[src/hdl/soc_pkg.sv]
package soc_pkg;

   // serial bit timing, shared by receiver and transmitter
   localparam int BIT_CLKS = 8;
   localparam int TICK_W = $clog2(BIT_CLKS);
   localparam logic [TICK_W-1:0] TICK_LAST = TICK_W'(BIT_CLKS - 1);
   // last tick of the first half of the start bit
   localparam logic [TICK_W-1:0] TICK_MID = TICK_W'(BIT_CLKS / 2 - 1);

   // reset stretch length after the pin is released
   localparam int RST_HOLD = 16;
   localparam int RST_CNT_W = $clog2(RST_HOLD + 1);
   localparam logic [RST_CNT_W-1:0] RST_LOAD = RST_CNT_W'(RST_HOLD);

   // scratch memory
   localparam int MEM_DEPTH = 16;
   localparam int ADDR_W = $clog2(MEM_DEPTH);

   // opcodes in the upper nibble of a command header
   localparam logic [3:0] OP_WRITE = 4'h1;
   localparam logic [3:0] OP_READ = 4'h2;

   // receiver states
   localparam logic [1:0] RX_IDLE = 2'd0;
   localparam logic [1:0] RX_START = 2'd1;
   localparam logic [1:0] RX_DATA = 2'd2;
   localparam logic [1:0] RX_STOP = 2'd3;

   // command engine states
   localparam logic [1:0] ENG_HDR = 2'd0;
   localparam logic [1:0] ENG_PAY = 2'd1;
   localparam logic [1:0] ENG_HALT = 2'd2;

   // a received byte, seen as header or as raw payload
   typedef union packed {
      logic [7:0] raw;
      struct packed {
         logic [3:0] op;
         logic [3:0] addr;
      } hdr;
   } cmd_byte_t;

endpackage
[src/hdl/soc_fpga_wrapper.sv]
`timescale 1ns/1ps

module soc_fpga_wrapper (
   input  logic clk,
   input  logic rst,
   input  logic uart_rxd,
   output logic uart_txd,
   output logic trap
);

   logic       sys_rst;
   logic [7:0] rx_data;
   logic       rx_valid;
   logic [7:0] tx_data;
   logic       tx_start;
   logic       tx_busy;

   // board pin stretched into the system reset
   reset_stretch u_reset (
      .clk     (clk),
      .rst     (rst),
      .sys_rst (sys_rst)
   );

   uart_rx u_rx (
      .clk      (clk),
      .sys_rst  (sys_rst),
      .uart_rxd (uart_rxd),
      .rx_data  (rx_data),
      .rx_valid (rx_valid)
   );

   cmd_engine u_engine (
      .clk      (clk),
      .sys_rst  (sys_rst),
      .rx_data  (rx_data),
      .rx_valid (rx_valid),
      .tx_busy  (tx_busy),
      .tx_data  (tx_data),
      .tx_start (tx_start),
      .trap     (trap)
   );

   uart_tx u_tx (
      .clk      (clk),
      .sys_rst  (sys_rst),
      .tx_data  (tx_data),
      .tx_start (tx_start),
      .uart_txd (uart_txd),
      .tx_busy  (tx_busy)
   );

endmodule

[src/hdl/uart_tx.sv]
`timescale 1ns/1ps

module uart_tx (
   input  logic       clk,
   input  logic       sys_rst,
   input  logic [7:0] tx_data,
   input  logic       tx_start,
   output logic       uart_txd,
   output logic       tx_busy
);

   logic [9:0]                  frame;
   logic [soc_pkg::TICK_W-1:0]  tick;
   logic [3:0]                  bit_cnt;

   always_ff @(posedge clk) begin
      if (sys_rst) begin
         // all ones keeps the line idle
         frame   <= '1;
         tick    <= '0;
         bit_cnt <= '0;
         tx_busy <= 1'b0;
      end else if (tx_start && !tx_busy) begin
         // stop, data lsb first, start
         frame   <= {1'b1, tx_data, 1'b0};
         tick    <= '0;
         bit_cnt <= '0;
         tx_busy <= 1'b1;
      end else if (tx_busy) begin
         if (tick == soc_pkg::TICK_LAST) begin
            tick  <= '0;
            frame <= {1'b1, frame[9:1]};
            if (bit_cnt == 4'd9) begin
               // stop bit done
               tx_busy <= 1'b0;
            end else begin
               bit_cnt <= bit_cnt + 1'b1;
            end
         end else begin
            tick <= tick + 1'b1;
         end
      end
   end

   assign uart_txd = frame[0];

   // start bit must follow an accepted start on the next cycle
   a_start_framing : assert property (
      @(posedge clk) disable iff (sys_rst)
         tx_start |-> !tx_busy ##1 (tx_busy && !uart_txd)
   ) else $error("tx_start while busy or start bit missing");

endmodule

[src/hdl/cmd_engine.sv]
`timescale 1ns/1ps

module cmd_engine (
   input  logic       clk,
   input  logic       sys_rst,
   input  logic [7:0] rx_data,
   input  logic       rx_valid,
   input  logic       tx_busy,
   output logic [7:0] tx_data,
   output logic       tx_start,
   output logic       trap
);

   logic [7:0]                  mem [soc_pkg::MEM_DEPTH];
   logic [1:0]                  state;
   logic [soc_pkg::ADDR_W-1:0]  addr_q;
   logic                        pend_valid;
   logic [7:0]                  pend_data;
   logic                        resp_valid;
   logic [7:0]                  resp_data;

   soc_pkg::cmd_byte_t          cur_byte;
   logic                        cur_valid;
   logic                        tx_free;
   logic                        take;
   logic                        new_resp;
   logic [7:0]                  new_data;
   logic                        drain;
   logic                        send_new;
   logic                        queue_new;
   logic                        is_write;

   always_comb begin
      // pending byte is older than a fresh strobe
      cur_valid    = pend_valid || rx_valid;
      cur_byte.raw = pend_valid ? pend_data : rx_data;
      // tx_busy lags tx_start by one cycle
      tx_free      = !tx_busy && !tx_start;
      take         = cur_valid && (state != soc_pkg::ENG_HALT) && (!resp_valid || tx_free);
      is_write     = cur_byte.hdr.op == soc_pkg::OP_WRITE;
      new_resp     = 1'b0;
      new_data     = mem[cur_byte.hdr.addr];
      if (take) begin
         if (state == soc_pkg::ENG_HDR) begin
            new_resp = cur_byte.hdr.op == soc_pkg::OP_READ;
         end else begin
            // write payload is echoed back
            new_resp = 1'b1;
            new_data = cur_byte.raw;
         end
      end
      drain     = resp_valid && tx_free;
      send_new  = new_resp && tx_free && !resp_valid;
      queue_new = new_resp && !send_new;
   end

   // control state
   always_ff @(posedge clk) begin
      if (sys_rst) begin
         state      <= soc_pkg::ENG_HDR;
         trap       <= 1'b0;
         pend_valid <= 1'b0;
         resp_valid <= 1'b0;
         tx_start   <= 1'b0;
      end else begin
         tx_start <= drain || send_new;
         if (queue_new) begin
            resp_valid <= 1'b1;
         end else if (drain) begin
            resp_valid <= 1'b0;
         end
         if (state == soc_pkg::ENG_HALT) begin
            pend_valid <= 1'b0;
         end else if (take) begin
            pend_valid <= pend_valid && rx_valid;
         end else if (rx_valid) begin
            pend_valid <= 1'b1;
         end
         if (take) begin
            if (state == soc_pkg::ENG_PAY) begin
               state <= soc_pkg::ENG_HDR;
            end else if (is_write) begin
               state <= soc_pkg::ENG_PAY;
            end else if (cur_byte.hdr.op != soc_pkg::OP_READ) begin
               // unknown opcode, sticky until reset
               trap  <= 1'b1;
               state <= soc_pkg::ENG_HALT;
            end
         end
      end
   end

   // payload registers
   always_ff @(posedge clk) begin
      if (rx_valid && (take ? pend_valid : !pend_valid)) begin
         pend_data <= rx_data;
      end
      if (drain) begin
         tx_data <= resp_data;
      end else if (send_new) begin
         tx_data <= new_data;
      end
      if (queue_new) begin
         resp_data <= new_data;
      end
      if (take && state == soc_pkg::ENG_HDR && is_write) begin
         addr_q <= cur_byte.hdr.addr;
      end
   end

   // scratch memory, cleared by reset
   always_ff @(posedge clk) begin
      if (sys_rst) begin
         mem <= '{default: '0};
      end else if (take && state == soc_pkg::ENG_PAY) begin
         mem[addr_q] <= cur_byte.raw;
      end
   end

   a_start_idle : assert property (
      @(posedge clk) disable iff (sys_rst) tx_start |-> !tx_busy
   ) else $error("response launched while the transmitter is busy");

   a_trap_sticky : assert property (
      @(posedge clk) $fell(trap) |-> $past(sys_rst)
   ) else $error("trap cleared without reset");

endmodule

[src/hdl/uart_rx.sv]
`timescale 1ns/1ps

module uart_rx (
   input  logic       clk,
   input  logic       sys_rst,
   input  logic       uart_rxd,
   output logic [7:0] rx_data,
   output logic       rx_valid
);

   logic                        rxd_meta;
   logic                        rxd_sync;
   logic                        rxd_prev;
   logic [1:0]                  state;
   logic [soc_pkg::TICK_W-1:0]  tick;
   logic [2:0]                  bit_idx;
   logic [7:0]                  shift;

   // control path, line flops idle high
   always_ff @(posedge clk) begin
      if (sys_rst) begin
         rxd_meta <= 1'b1;
         rxd_sync <= 1'b1;
         rxd_prev <= 1'b1;
         state    <= soc_pkg::RX_IDLE;
         tick     <= '0;
         bit_idx  <= '0;
         rx_valid <= 1'b0;
      end else begin
         rxd_meta <= uart_rxd;
         rxd_sync <= rxd_meta;
         rxd_prev <= rxd_sync;
         rx_valid <= 1'b0;
         case (state)
            soc_pkg::RX_IDLE: begin
               // only a falling edge starts a frame
               if (rxd_prev && !rxd_sync) begin
                  state <= soc_pkg::RX_START;
                  tick  <= '0;
               end
            end
            soc_pkg::RX_START: begin
               if (tick == soc_pkg::TICK_MID) begin
                  tick    <= '0;
                  bit_idx <= '0;
                  // glitch shorter than half a bit goes back to idle
                  state   <= rxd_sync ? soc_pkg::RX_IDLE : soc_pkg::RX_DATA;
               end else begin
                  tick <= tick + 1'b1;
               end
            end
            soc_pkg::RX_DATA: begin
               if (tick == soc_pkg::TICK_LAST) begin
                  tick <= '0;
                  if (bit_idx == 3'd7) begin
                     state <= soc_pkg::RX_STOP;
                  end else begin
                     bit_idx <= bit_idx + 1'b1;
                  end
               end else begin
                  tick <= tick + 1'b1;
               end
            end
            default: begin
               if (tick == soc_pkg::TICK_LAST) begin
                  tick     <= '0;
                  state    <= soc_pkg::RX_IDLE;
                  // framing error drops the byte
                  rx_valid <= rxd_sync;
               end else begin
                  tick <= tick + 1'b1;
               end
            end
         endcase
      end
   end

   // data bits arrive lsb first
   always_ff @(posedge clk) begin
      if (state == soc_pkg::RX_DATA && tick == soc_pkg::TICK_LAST) begin
         shift <= {rxd_sync, shift[7:1]};
      end
      if (state == soc_pkg::RX_STOP && tick == soc_pkg::TICK_LAST && rxd_sync) begin
         rx_data <= shift;
      end
   end

   a_strobe_single : assert property (
      @(posedge clk) disable iff (sys_rst) rx_valid |=> !rx_valid
   ) else $error("rx_valid high on two consecutive cycles");

endmodule

[src/hdl/reset_stretch.sv]
`timescale 1ns/1ps

module reset_stretch (
   input  logic clk,
   input  logic rst,
   output logic sys_rst
);

   logic [soc_pkg::RST_CNT_W-1:0] hold_cnt;

   // reload while the pin is held, then count down to zero
   always_ff @(posedge clk) begin
      if (rst) begin
         hold_cnt <= soc_pkg::RST_LOAD;
      end else if (hold_cnt != '0) begin
         hold_cnt <= hold_cnt - 1'b1;
      end
   end

   // pin or remaining hold time
   assign sys_rst = rst || (hold_cnt != '0);

   // a pin cycle keeps the system in reset for the full hold time after it
   a_hold_after_pin : assert property (
      @(posedge clk) rst |-> sys_rst [*soc_pkg::RST_HOLD + 1]
   ) else $error("sys_rst released early after the reset pin");

endmodule

[config.mk]
export PLATFORM = sky130hd
export DESIGN_NAME = soc_fpga_wrapper
export DESIGN_NICKNAME = d
export VERILOG_FILES = /design/src/hdl/soc_pkg.sv /design/src/hdl/soc_fpga_wrapper.sv /design/src/hdl/uart_tx.sv /design/src/hdl/cmd_engine.sv /design/src/hdl/uart_rx.sv /design/src/hdl/reset_stretch.sv
export SDC_FILE = /design/constraint.sdc
export NUM_CORES = 1
export LEC_CHECK = 0
export BUFFER_PORTS_ARGS = -buffer_cell sky130_fd_sc_hd__buf_4
export CAP_MARGIN = 40
export CORE_MARGIN = 2
export CORE_UTILIZATION = 48
export CTS_CLUSTER_SIZE = 14
export DETAILED_ROUTE_END_ITERATION = 12
export GPL_ROUTABILITY_DRIVEN = 0
export SYNTH_ARGS = -nofsm -noshare
export SYNTH_HDL_FRONTEND = slang
export SYNTH_SLANG_ARGS = --single-unit
[constraint.sdc]
create_clock -name clk -period 4.7 [get_ports clk]
set_input_delay 0.47 -clock clk [delete_from_list [all_inputs] [get_ports clk]]
set_output_delay 0.47 -clock clk [all_outputs]
set_load 0.02 [all_outputs]
Word level (Yosys, flattened, before mapping)
Cells that the tools add are included.
{"block": "classes", "add_sub_neg": 5, "order_cmp": 3, "n_eq_ne": 19, "n_mux": 44, "bitwise_logic": 6, "n_reduce_logical": 48}
{"op": "$bwmux W128", "n": 1}
{"op": "$mux W8", "n": 8}
{"op": "$bmux W8 S4", "n": 1}
{"op": "$demux W8 S4", "n": 1}
{"op": "$mux W9", "n": 3}
{"op": "$mux W3", "n": 7}
{"op": "$logic_and A1 B1 Y1", "n": 18}
{"op": "$mux W2", "n": 9}
{"op": "$pmux W3 S2", "n": 2}
{"op": "$reduce_bool A2 Y1", "n": 6}
{"op": "$mux W1", "n": 11}
{"op": "$ge A5 B5 Y1 const B", "n": 2}
{"op": "$not A4 Y5", "n": 2}
{"op": "$add A3 B1 Y3 const B", "n": 3}
{"op": "$eq A3 B3 Y1 const B", "n": 3}
{"op": "$ne A2 B1 Y1 const B", "n": 4}
{"op": "$reduce_and A4 Y1", "n": 2}
{"op": "$eq A2 B2 Y1 const B", "n": 3}
{"op": "$logic_not A1 Y1", "n": 6}
{"op": "$pmux W2 S3", "n": 1}
{"op": "$reduce_bool A3 Y1", "n": 2}
{"op": "$lt A5 B1 Y1 const B", "n": 1}
{"op": "$reduce_and A5 Y1", "n": 1}
{"op": "$reduce_bool A5 Y1", "n": 1}
{"op": "other kinds (16)", "n": 27}
{"block": "totals", "regBits": 212, "input_bits": 3, "output_inout_bits": 2, "wordCells": 164}

Longest topological paths before layout
Gate-level depths: netlist (run 1).
{"block": "logic_depth", "depth_word": 10, "mapped_depth": 11, "ltp_nobuf": 8}

Hierarchy
A second synthesis (run 1) with hierarchy kept.
{"block": "hier_totals", "hier_cells": 1139, "hier_area_um2": 9972.1}
{"mod": "cmd_engine", "instances": 1, "cells_each": 932, "area_per_inst_um2": 7734.9}
{"mod": "uart_rx", "instances": 1, "cells_each": 87, "area_per_inst_um2": 1172.4}
{"mod": "uart_tx", "instances": 1, "cells_each": 93, "area_per_inst_um2": 769.5}
{"mod": "reset_stretch", "instances": 1, "cells_each": 27, "area_per_inst_um2": 295.3}

Least setup slack after synthesis (run 1)
Ideal clock, no wire load.
{"block": "synth_timing", "path_type": "register -> register", "startpoint": "register u_engine.pend_valid", "endpoint": "register u_engine.tx_data[0], data pin", "setup_ps": 260, "t_arrival_ps": 2195, "t_required_ps": 4440, "path_slack_ps": 2245, "stages_incl_launch_ff": 9, "path_buffers": 2, "synth_period_minus_slack_ps": 2455, "path_cell_list": "dfxtp_1 buf_2 mux2i_1 buf_2 mux4_2 or4_1 o221ai_1 a31oi_1 mux2_2"}
{"block": "synth_via", "elab_chain_cells": 9}
{"element": "start: declaration", "line_no": "cmd_engine.sv:17", "rtl": "logic pend_valid;"}
{"element": "start signal: assignment", "line_no": "cmd_engine.sv:75", "rtl": "pend_valid <= pend_valid && rx_valid;"}
{"element": "$mux W8", "line_no": "cmd_engine.sv:36", "rtl": "cur_byte.raw = pend_valid ? pend_data : rx_data;"}
{"element": "$not A4 Y5 (not written as such)", "line_no": "cmd_engine.sv:42", "rtl": "new_data = mem[cur_byte.hdr.addr];"}
{"element": "$bmux W8 S4", "line_no": "cmd_engine.sv:42"}
{"element": "$mux W8 (not written as such) (2 in series)", "line_no": "cmd_engine.sv:42"}
{"element": "$mux W8", "line_no": "cmd_engine.sv:44", "rtl": "if (state == soc_pkg::ENG_HDR) begin"}
{"element": "$mux W8 *", "line_no": "cmd_engine.sv:43", "rtl": "if (take) begin"}
{"element": "net u_engine.new_data[0]", "line_no": "cmd_engine.sv:27", "rtl": "logic [7:0] new_data;"}
{"element": "$mux W8 *", "line_no": "cmd_engine.sv:100", "rtl": "end else if (send_new) begin"}
{"element": "$mux W8 *", "line_no": "cmd_engine.sv:98", "rtl": "if (drain) begin"}
{"element": "end signal: assignment", "line_no": "cmd_engine.sv:99", "rtl": "tx_data <= resp_data;"}
{"element": "end signal: assignment", "line_no": "cmd_engine.sv:101", "rtl": "tx_data <= new_data;"}
{"element": "end: declaration", "line_no": "cmd_engine.sv:9", "rtl": "output logic [7:0] tx_data,"}
Mark *: on every way through the listed nets, which the timed path passes. The rest lies on a longest branch. The select of a mux whose other input is x is not followed.
A chain may end at the register's enable or synchronous reset.

==> results of run 1 <==
metal layers:
| layer | vias up | global-route usage |
|---|---|---|
| li1 | 3757 | - |
| met1 | 3509 | 0.3207 |
| met2 | 174 | 0.3666 |
| met3 | 43 | 0.03585 |
| met4 | 0 | 0.05931 |
| met5 | - | 0 |
where the power goes:
| part | total [mW] | switching, mW | leakage [nW] | internal, mW |
|---|---|---|---|---|
| Clock | 1.87 | 0.715 | 0.392 | 1.16 |
| Sequential | 1.89 | 0.0158 | 1.75 | 1.87 |
| Combinational | 0.162 | 0.108 | 1.45 | 0.0539 |
| Total | 3.92 | 0.839 | 3.60 | 3.08 |
cells in the final DEF (no fill, tap or decap), types with 9 or more instances in the layout:
master and count:
nor2_1 215, dfxtp_1 167, a211oi_1 117, nand2_1 60, a21oi_1 58, edfxtp_1 44
o21ai_0 42, mux2i_1 38, inv_1 28, buf_4 28, clkbuf_16 26, nand2b_1 19
nor3_1 17, ha_1 15, nand3_1 14, o211ai_1 11, nor2b_1 9, clkbuf_1 9
registers in the layout (all words and copies together), names as in the netlist, 2 cells and up:
signal,count
u_engine.tx_data,8
u_tx.frame,9
u_engine.addr_q,4
u_reset.hold_cnt,5
u_rx.shift,8
u_rx.bit_idx,3
u_engine.resp_data,8
u_rx.state,2
u_engine.mem,128
u_rx.rx_data,8
u_rx.tick,3
u_engine.pend_data,8
u_tx.tick,3
u_tx.bit_cnt,4
u_engine.state,2
worst paths after layout:
path,depth (start not counted),start,end
worst max-delay path,6,u_rx.rx_data[1],u_engine.tx_data[7]
worst max register to register,6,u_rx.rx_data[1],u_engine.tx_data[7]
worst min register to register,0,u_rx.shift[0],u_rx.rx_data[0]
worst min-delay path,2,uart_rxd,u_rx.rxd_meta
area by class of cell:
type	count	area (sq um)	area share
Multi-Input combinational cell	738	4524	0.4222
Clock buffer	41	767.0	0.07157
Sequential cell	212	4686	0.4372
Timing Repair Buffer	31	260.3	0.02428
Clock inverter	2	35.03	0.003269
Tap cell	265	331.6	0.03094
Inverter	30	112.6	0.01051
logic make-up (layout without fill, tap and decap cells):
family,after synthesis,in the layout
compound gates,292,292
xor+xnor,6,6
simple gates,370,370
flops,212,212
mux,54,54
buf+inv,106,104
fa+ha+maj,16,16
worst max-delay path, stage by stage, from the launching register on:
cell	delay (ns)
edfxtp_1	0.65
mux2i_4	0.72
clkinv_1	0.44
a211oi_1	0.27
o32ai_1	0.12
or3_1	0.43
o31a_1	0.25
stage by stage:
stage | worst slack, ns | hold slack [ns] | instance area [sq um] | power, mW
floorplan | 2.245 | 0.3863 | 9585 | 2.044
global placement | 1.620 | 0.3886 | 9864 | 2.080
detailed placement | 1.575 | 0.4098 | 9915 | 2.089
CTS | 1.573 | 0.1396 | 10720 | 3.966
global route | 1.421 | 0.1597 | 10720 | 4.064
finish | 1.555 | 0.1502 | 10720 | 3.920
==> impl_metrics.py, run 1 <==
metrics = {
    "status": {
        "outcome": "finished, final reports clean",
    },
    "drt": {
        "ant_nets": 0,
        "dr.max_layer_used": "met4",
        "wl_mm": 24.15,
        "dr.pass1.iters": 5,
        "route.met2.wl_mm": 11.12,
        "routedLengthMet1_mm": 11.16,
        "drtIter0Drc": 490,
        "post_drt_wl_per_cell_um": 18.31,
        "drc": 0,
        "viasPerCell": 5.673,
        "dr_wl_met3_mm": 1.286,
        "dr_total_vias": 7483,
    },
    "yosys": {
        "yosys.area.top_type": "dfxtp_1",
        "synthTopCellsByCount": "nor2_1 (215), dfxtp_1 (168), a211oi_1 (117), nand2_1 (60), a21oi_1 (58)",
        "synth-compound-area-share": 0.2065,
        "avgSynthCellArea_sq_um": 9.077,
        "synth_simple_gate_area_share": 0.1711,
        "synth-edff-count": 44,
        "ys.warnings.count": 0,
        "async_flop_share": 0,
        "ys_seq_area_frac": 0.4887,
        "synth_area_leaders": "dfxtp_1 (35%), edfxtp_1 (14%), a211oi_1 (9.2%)",
        "synth_top_family_by_area": "compound AO/OA/AOI/OAI gates",
        "synth-seq-cells": 212,
        "netlist_instances": 1056,
        "synth_mux_area_frac": 0.06161,
        "yosysMostFrequentCell": "nor2_1",
        "ys.flop_type": "dfxtp_1",
        "ys_types": 65,
        "synth_xor_area_frac": 0.005482,
        "synth_top_area_frac": 0.3509,
        "synth_nets": 1074,
        "synth_adder_area_share": 0.02062,
        "syn_area_sq_mm": 0.009585,
    },
    "die": {
        "fp.dieW_um": 145.3,
        "rows": 51,
        "fp.dieH_um": 145.3,
        "design.die.area_sq_mm": 0.02112,
        "core_sq_mm": 0.01953,
        "initial_core_util": 0.4909,
        "ios": 5,
    },
    "layout": {
        "fin_nets": 1055,
        "syn_to_final_growth_pct": 11.80,
        "drive_above_1_share": 0.09298,
        "utilization": 0.5488,
        "fill_cells": 1808,
        "final_cell_count_no_fill": 1319,
        "n_antenna_cell": 0,
    },
    "grt": {
        "antenna_found_initial": 1,
        "grt_pass1_vias": 7011,
        "grtUsageTotal": 0.2274,
        "grt_max_degree": 67,
        "grt_pass1_wl_mm": 38.80,
        "gr-total-overflow": 0,
    },
    "critical_path": {
        "critPathLaunchType": "flip-flop",
        "r2r_setup_slack_ns": 1.55,
        "arrival_ns": 3.41,
        "path_max_fanout": 17,
        "cp-end-kind": "flip-flop",
        "crit_type": "reg2reg",
        "required_ns": 4.96,
    },
    "clocking": {
        "cts-root-buf": "clkbuf_16",
        "holdBufCountCts": 0,
        "cts_buffers": 24,
        "cts.sinks": 212,
        "post_cts_buffers": 0,
        "clkTransAtPathRegs_ns": 0.06,
        "cts_buffer_depth": 3,
        "cts_tree": "built",
        "clock_latency_ns": 0.51,
        "cts_max_level": 1,
        "cts_resized": 0,
    },
    "sta": {
        "hold_viol": 0,
        "fin_skew_ns": 0.008898,
        "tightest_slew_ns": 0.8510,
        "tns_ns": 0,
        "period_needed_ns": 3.145,
        "setup_violations": 0,
        "max_freq_mhz": 318.0,
        "maxSlewViolCount": 0,
        "post-route-period-util": 0.6692,
        "max_slew_margin": 0.4310,
        "rsz0062_at_grt": "no",
    },
    "power": {
        "peakVddDrop_uv": 244.2,
        "powerDensity_mw_per_mm2": 365.8,
        "leakagePower_nw": 3.599,
    },
    "placed_design": {
        "dpl.cell_count": 1276,
        "dp_hpwl_mm": 15.82,
        "port_buffers": 4,
    },
    "hold_path": {
        "min_path_type": "in2reg",
    },
    "job": {
        "maxCapViolations": 0,
    },
}
Power figures use the tool's default switching activity.
==> run 2: changes to the inputs <==
--- a/config.mk
+++ b/config.mk
@@ -5,6 +5,7 @@
 export SDC_FILE = /design/constraint.sdc
 export NUM_CORES = 1
 export LEC_CHECK = 0
+export ABC_AREA = 1
 export BUFFER_PORTS_ARGS = -buffer_cell sky130_fd_sc_hd__buf_4
 export CAP_MARGIN = 40
 export CORE_MARGIN = 2
==> constraint.sdc (replaced) <==
create_clock -name clk -period 2.9 [get_ports clk]
set_input_delay 0.29 -clock clk [delete_from_list [all_inputs] [get_ports clk]]
set_output_delay 0.29 -clock clk [all_outputs]
set_load 0.02 [all_outputs]
==> run 2 against run 1 <==
Compared with the run above:
- power increased by 62%
- sequential share of layout area grew 0.34 points
- hold slack better by 0.27 ns
- combinational power up 83%
- clock power rose by 62%
- clock skew grew 0.0024 ns
- final cell count grew 13%
- global-route usage rose by 0.15 points
- non-clock buffer count is 5 lower
- flip-flop and latch count unchanged
==> impl_metrics.py, run 2 <==
metrics = {
    "yosys": {
        "ys_types": 36,
        "avgSynthCellArea_sq_um": 7.752,
        "synth_nets": 1248,
        "async_flop_share": 0,
        "synth-seq-cells": 212,
        "netlist_instances": 1230,
        "yosysMostFrequentCell": "inv_1",
        "synth_area_leaders": "dfxtp_1 (35%), edfxtp_1 (14%), o21ai_0 (7.7%)",
        "syn_area_sq_mm": 0.009535,
        "ys_seq_area_frac": 0.4913,
        "ys.flop_type": "dfxtp_1",
        "yosys.area.top_type": "dfxtp_1",
        "synth_top_area_frac": 0.3527,
        "ys.warnings.count": 0,
        "synthTopCellsByCount": "inv_1 (186), nand2_1 (185), dfxtp_1 (168), o21ai_0 (147), a21oi_1 (145)",
        "synth-edff-count": 44,
    },
    "die": {
        "ios": 5,
        "rows": 51,
        "fp.dieH_um": 144.9,
        "initial_core_util": 0.4899,
        "fp.dieW_um": 144.9,
        "core_sq_mm": 0.01946,
        "design.die.area_sq_mm": 0.02101,
    },
    "clocking": {
        "cts_tree": "built",
        "cts-root-buf": "clkbuf_16",
        "cts_buffers": 24,
        "clkTransAtPathRegs_ns": 0.06,
        "cts_max_level": 1,
        "cts_buffer_depth": 3,
        "clock_latency_ns": 0.52,
        "cts.sinks": 212,
    },
    "layout": {
        "final_cell_count_no_fill": 1495,
        "regMostFlops": "u_engine.mem",
        "ff_latch_area_sq_mm": 0.004684,
        "multi_input_area_sq_mm": 0.003827,
        "syn_to_final_growth_pct": 11.48,
        "mostFrequentLayoutCell": "inv_1",
        "largest_reg_flops": 128,
        "fin_nets": 1230,
        "n_antenna_cell": 0,
        "reg.largest.list": "u_engine.mem (128), u_tx.frame (9)",
        "final_cell_mix": "inv_1 (186), nand2_1 (184), dfxtp_1 (168)",
        "fill_cells": 1859,
        "drive_above_1_share": 0.07480,
    },
    "critical_path": {
        "crit_path_max_incr_delay_ns": 0.37,
        "arrival_ns": 2.59,
        "cp_slowest_cell": "buf_4",
        "crit_buf_inv": 3,
        "critPathLaunchType": "flip-flop",
        "crit_chain": "buf_4 > nand2_1 > inv_1 > nor2_4 > buf_4 > nand3_1 > nand3_1 > nand3_1 > nand3_1 > nand3_1 > nand2_1",
        "required_ns": 3.28,
        "path_max_fanout": 34,
        "cp-end-kind": "flip-flop",
        "r2r_setup_slack_ns": 0.70,
        "crit_type": "reg2reg",
        "cp_top_family": "simple AND/OR/NAND/NOR gates",
        "crit_top_cell": "nand3_1",
    },
    "drt": {
        "drc": 0,
        "drtIter0Drc": 591,
        "post_drt_wl_per_cell_um": 16.06,
        "dr.pass1.iters": 5,
        "viasPerCell": 5.252,
        "dr_total_vias": 7851,
        "wl_mm": 24.01,
        "ant_nets": 0,
    },
    "sta": {
        "max_freq_mhz": 453.6,
        "post-route-period-util": 0.7602,
        "maxSlewViolCount": 0,
        "setup_violations": 0,
        "tightest_slew_ns": 0.8654,
        "timing.hold.ws_ns": 0.4176,
        "max_slew_margin": 0.4225,
        "period_needed_ns": 2.205,
        "tns_ns": 0,
        "fin_skew_ns": 0.01126,
        "hold_viol": 0,
        "rsz0062_at_grt": "no",
    },
    "grt": {
        "gr-total-overflow": 0,
        "antenna_found_initial": 0,
        "grt_max_degree": 95,
        "grt_pass1_wl_mm": 39.30,
        "grt_pass1_vias": 7389,
        "grtUsageTotal": 0.2289,
    },
    "power": {
        "powerDensity_mw_per_mm2": 598.4,
        "peakVddDrop_uv": 664.3,
        "leakagePower_nw": 4.060,
    },
    "job": {
        "maxCapViolations": 0,
    },
    "placed_design": {
        "dpl.cell_count": 1449,
        "port_buffers": 4,
        "dp_hpwl_mm": 15.65,
    },
    "hold_path": {
        "min_path_type": "reg2reg",
    },
    "status": {
        "outcome": "finished, final reports clean",
    },
}
[run 2: area by class of cell]
type,instances,area share
clock inverters,13,0.01083
well taps,265,0.03119
clock buffers,31,0.06391
multi-input cells,757,0.3601
flip-flops and latches,212,0.4407
repair buffers,26,0.02589
inverters,191,0.06744
[run 2: final timing paths]
path	startpoint	cells after the start	to
worst max-delay path	u_engine.pend_valid	11	u_engine.tx_data[4]
worst min-delay path	u_rx.shift[0]	0	u_rx.rx_data[0]
worst max register to register	u_engine.pend_valid	11	u_engine.tx_data[4]
worst min register to register	u_rx.shift[0]	0	u_rx.rx_data[0]
[run 2: kinds of logic (layout without fill, tap and decap cells)]
logic type / count (synthesis) / count (layout) / synth area share
simple gates: 408 / 408 / 0.1914
compound gates: 331 / 331 / 0.1853
buf+inv: 261 / 261 / 0.1096
flops: 212 / 212 / 0.4913
fa+ha+maj: 15 / 15 / 0.01968
xor+xnor: 3 / 3 / 0.002756
[run 2: layer usage]
layer  GRT usage  up-vias  routed length [um]
li1            -     4008                   -
met1      0.3424     3589               11860
met2      0.3412      214               10210
met3     0.03616       40                1312
met4     0.06683        0                 620
met5           0        -                   0
[run 2: worst register-to-register path, delay by kind of cell (launching register included)]
kind                   cells  cell delay [ns]
buffers and inverters      3             0.66
DFF                        1             0.34
and+or+nand+nor            8             1.07
[run 2: timing repair]
action,4_1_cts,5_1_grt
buffers inserted,0,0
hold buffers,2,0
endpoints found under the hold margin,2,0
gates resized for setup,0,0
[run 2: through the flow]
step	utilization	power, mW	instance area [sq um]	setup slack (ns)
detailed placement	0.5043	3.397	9816	0.7048
finish	0.5462	6.362	10630	0.6955
global placement	0.5043	3.395	9816	0.7055
CTS	0.5462	6.424	10630	0.6855
floorplan	-	3.322	9535	0.8142
global route	0.5462	6.582	10630	0.4967
[run 2: report_power, final]
| part | switching (mW) | internal (mW) |
|---|---|---|
| Sequential | 0.00989 | 3.03 |
| Combinational | 0.201 | 0.0962 |
| Clock | 1.20 | 1.83 |
==> run 3: changes to the inputs <==
==> constraint.sdc (replaced) <==
create_clock -name clk -period 2.17 [get_ports clk]
set_input_delay 0.217 -clock clk [delete_from_list [all_inputs] [get_ports clk]]
set_output_delay 0.217 -clock clk [all_outputs]
set_load 0.02 [all_outputs]
==> run 3 against run 2 <==
Compared with the run above:
- non-clock buffer count increased by 24
- sequential share of layout area decreased by 1.3 points
- setup slack got worse by 0.56 ns
- power increased by 41%
- clock skew increased by 0.0017 ns
- core utilization increased by 1.7 points
- routed wire length decreased by 0.76%
- first-iteration DRC count decreased by 0.34%
- combinational power increased by 44%
==> impl_metrics.py, run 3 (same netlist as run 2, synthesis figures left out) <==
metrics = {
    "drt": {
        "dr_total_vias": 7821,
        "post_drt_wl_per_cell_um": 15.69,
        "drtIter0Drc": 589,
        "drc": 0,
        "viasPerCell": 5.149,
        "ant_nets": 0,
        "wl_mm": 23.83,
        "dr.pass1.iters": 5,
    },
    "critical_path": {
        "cp-end-kind": "flip-flop",
        "r2r-end": "u_engine.tx_data[5]",
        "path_max_fanout": 55,
        "timing.rr.start": "u_engine.pend_valid",
        "crit_chain": "inv_2 > nand2_1 > nand2_2 > buf_12 > nand2_1 > nand3_1 > nand3_1 > nand3_1 > nand3_1 > nand3_1 > nand2_1",
        "cp_top_family": "simple AND/OR/NAND/NOR gates",
        "arrival_ns": 2.31,
        "crit_type": "reg2reg",
        "crit_path_max_incr_delay_ns": 0.35,
        "worstRegToRegCells": 11,
        "crit_top_cell": "nand3_1",
        "r2r_setup_slack_ns": 0.14,
        "required_ns": 2.44,
        "critPathLaunchType": "flip-flop",
        "cp_slowest_cell": "dfxtp_2",
        "crit_buf_inv": 2,
    },
    "sta": {
        "max_freq_mhz": 492.0,
        "post-route-period-util": 0.9366,
        "period_needed_ns": 2.032,
        "setup_violations": 0,
        "rsz0062_at_grt": "no",
        "max_slew_margin": 0.6752,
        "fin_skew_ns": 0.01297,
        "tightest_slew_ns": 0.4854,
        "maxSlewViolCount": 0,
        "tns_ns": 0,
        "hold_viol": 0,
    },
    "clocking": {
        "post_cts_buffers": 0,
        "cts_max_level": 1,
        "cts_buffer_depth": 3,
        "cts_buffers": 24,
        "cts-root-buf": "clkbuf_16",
        "cts.sinks": 212,
        "clock_latency_ns": 0.52,
        "clkTransAtPathRegs_ns": 0.06,
        "cts_tree": "built",
    },
    "die": {
        "core_sq_mm": 0.01946,
        "design.die.area_sq_mm": 0.02101,
        "initial_core_util": 0.4899,
        "fp.dieW_um": 144.9,
        "fp.dieH_um": 144.9,
        "ios": 5,
        "rows": 51,
    },
    "placed_design": {
        "port_buffers": 4,
        "dp_hpwl_mm": 15.86,
        "dpl_cell_area_sq_mm": 0.01006,
    },
    "power": {
        "powerDensity_mw_per_mm2": 816.9,
        "leakagePower_nw": 4.218,
        "peakVddDrop_uv": 688.0,
    },
    "grt": {
        "gr-total-overflow": 0,
        "grt_pass1_wl_mm": 39.53,
        "antenna_found_initial": 0,
        "grtUsageTotal": 0.2291,
        "grt_pass1_vias": 7509,
        "grt_max_degree": 57,
    },
    "layout": {
        "largest_reg_flops": 128,
        "syn_to_final_growth_pct": 14.99,
        "final_cell_mix": "inv_1 (184), nand2_1 (184), dfxtp_1 (167)",
        "fin_nets": 1254,
        "regMostFlops": "u_engine.mem",
        "fill_cells": 1802,
        "reg.largest.list": "u_engine.mem (128), u_tx.frame (9)",
        "utilization": 0.5634,
        "drive_above_1_share": 0.09649,
        "n_antenna_cell": 0,
        "stdcell_area_sq_mm": 0.01096,
    },
    "hold_path": {
        "worstHoldStart": "u_rx.rxd_meta",
        "min_path_type": "reg2reg",
        "min_to": "u_rx.rxd_sync",
        "min_path_cells": 1,
    },
    "job": {
        "maxCapViolations": 0,
    },
    "status": {
        "outcome": "finished, final reports clean",
    },
}
-- run 3: cell count changes in the layout (fill, tap and decap cells not counted), moves of 2 or more --
| cell | delta |
|---|---|
| inv_2 | +2 |
| o21ai_0 | -2 |
| buf_4 | +18 |
| o21ai_1 | +2 |
| clkinv_1 | -2 |
| bufinv_16 | +3 |
| buf_12 | +5 |
| inv_1 | -2 |
| clkinv_2 | -6 |
| clkbuf_8 | +2 |
-- run 3: layout make-up --
cell class                 instances  area, sq um  area share
tap                              265        331.6     0.03024
clock inverter                    11        191.4     0.01746
clock buffer                      33        689.4     0.06288
timing repair buffer              50        521.8     0.04759
sequential                       212         4686      0.4274
multi-input combinational        757         3827      0.3491
inverter                         191        716.9     0.06539
-- run 3: report_power, final --
| group | total, mW | switching, mW | internal (mW) | leakage, nW |
|---|---|---|---|---|
| sequential | 4.06 | 0.0144 | 4.04 | 1.75 |
| clock | 4.47 | 1.65 | 2.82 | 0.426 |
| combinational | 0.427 | 0.275 | 0.151 | 2.04 |
| total | 8.96 | 1.94 | 7.02 | 4.22 |
-- run 3: worst max-delay path by stage --
stage | startpoint | endpoint | depth (start not counted)
after CTS | u_engine.pend_valid | u_engine.resp_data[5] | 8
final | u_engine.pend_valid | u_engine.tx_data[5] | 11
after floorplan | u_engine.pend_valid | u_engine.addr_q[0] | 8
after global placement | u_engine.pend_valid | u_engine.resp_data[2] | 8
after global routing | u_tx.tx_busy | u_engine.mem[51] | 9
after detailed placement | u_engine.pend_valid | u_engine.resp_data[2] | 8
-- run 3: stage by stage --
| stage | hold WS, ns | power, mW | setup WS [ns] | std cells |
|---|---|---|---|---|
| 2_1_floorplan | 0.3236 | 4.440 | 0.08422 | 1230 |
| 3_3_place_gp | 0.4041 | 4.561 | 0.1573 | 1473 |
| 3_5_place_dp | 0.4112 | 4.572 | 0.1000 | 1473 |
| 4_1_cts | 0.4267 | 9.041 | 0.08880 | 1519 |
| 5_1_grt | 0.4480 | 9.262 | 0.02460 | 1519 |
| 6_report | 0.4238 | 8.957 | 0.1376 | 1519 |
-- run 3: routing by layer --
layer | routed length, um | GRT usage | share of wire | vias up
met2 | 10330 | 0.3519 | 0.43 | 151
met3 | 1098 | 0.03208 | 0.046 | 43
met5 | 0 | 0 | 0 | -
met1 | 11890 | 0.3378 | 0.50 | 3570
li1 | - | - | - | 4057
met4 | 507 | 0.06337 | 0.021 | 0
-- run 3: what timing repair did --
| action | CTS | global route |
|---|---|---|
| endpoints found under the hold margin | 2 | 0 |
| endpoints found under the setup margin | 0 | 20 |
| resized for setup | 0 | 6 |
| hold buffers | 2 | 0 |
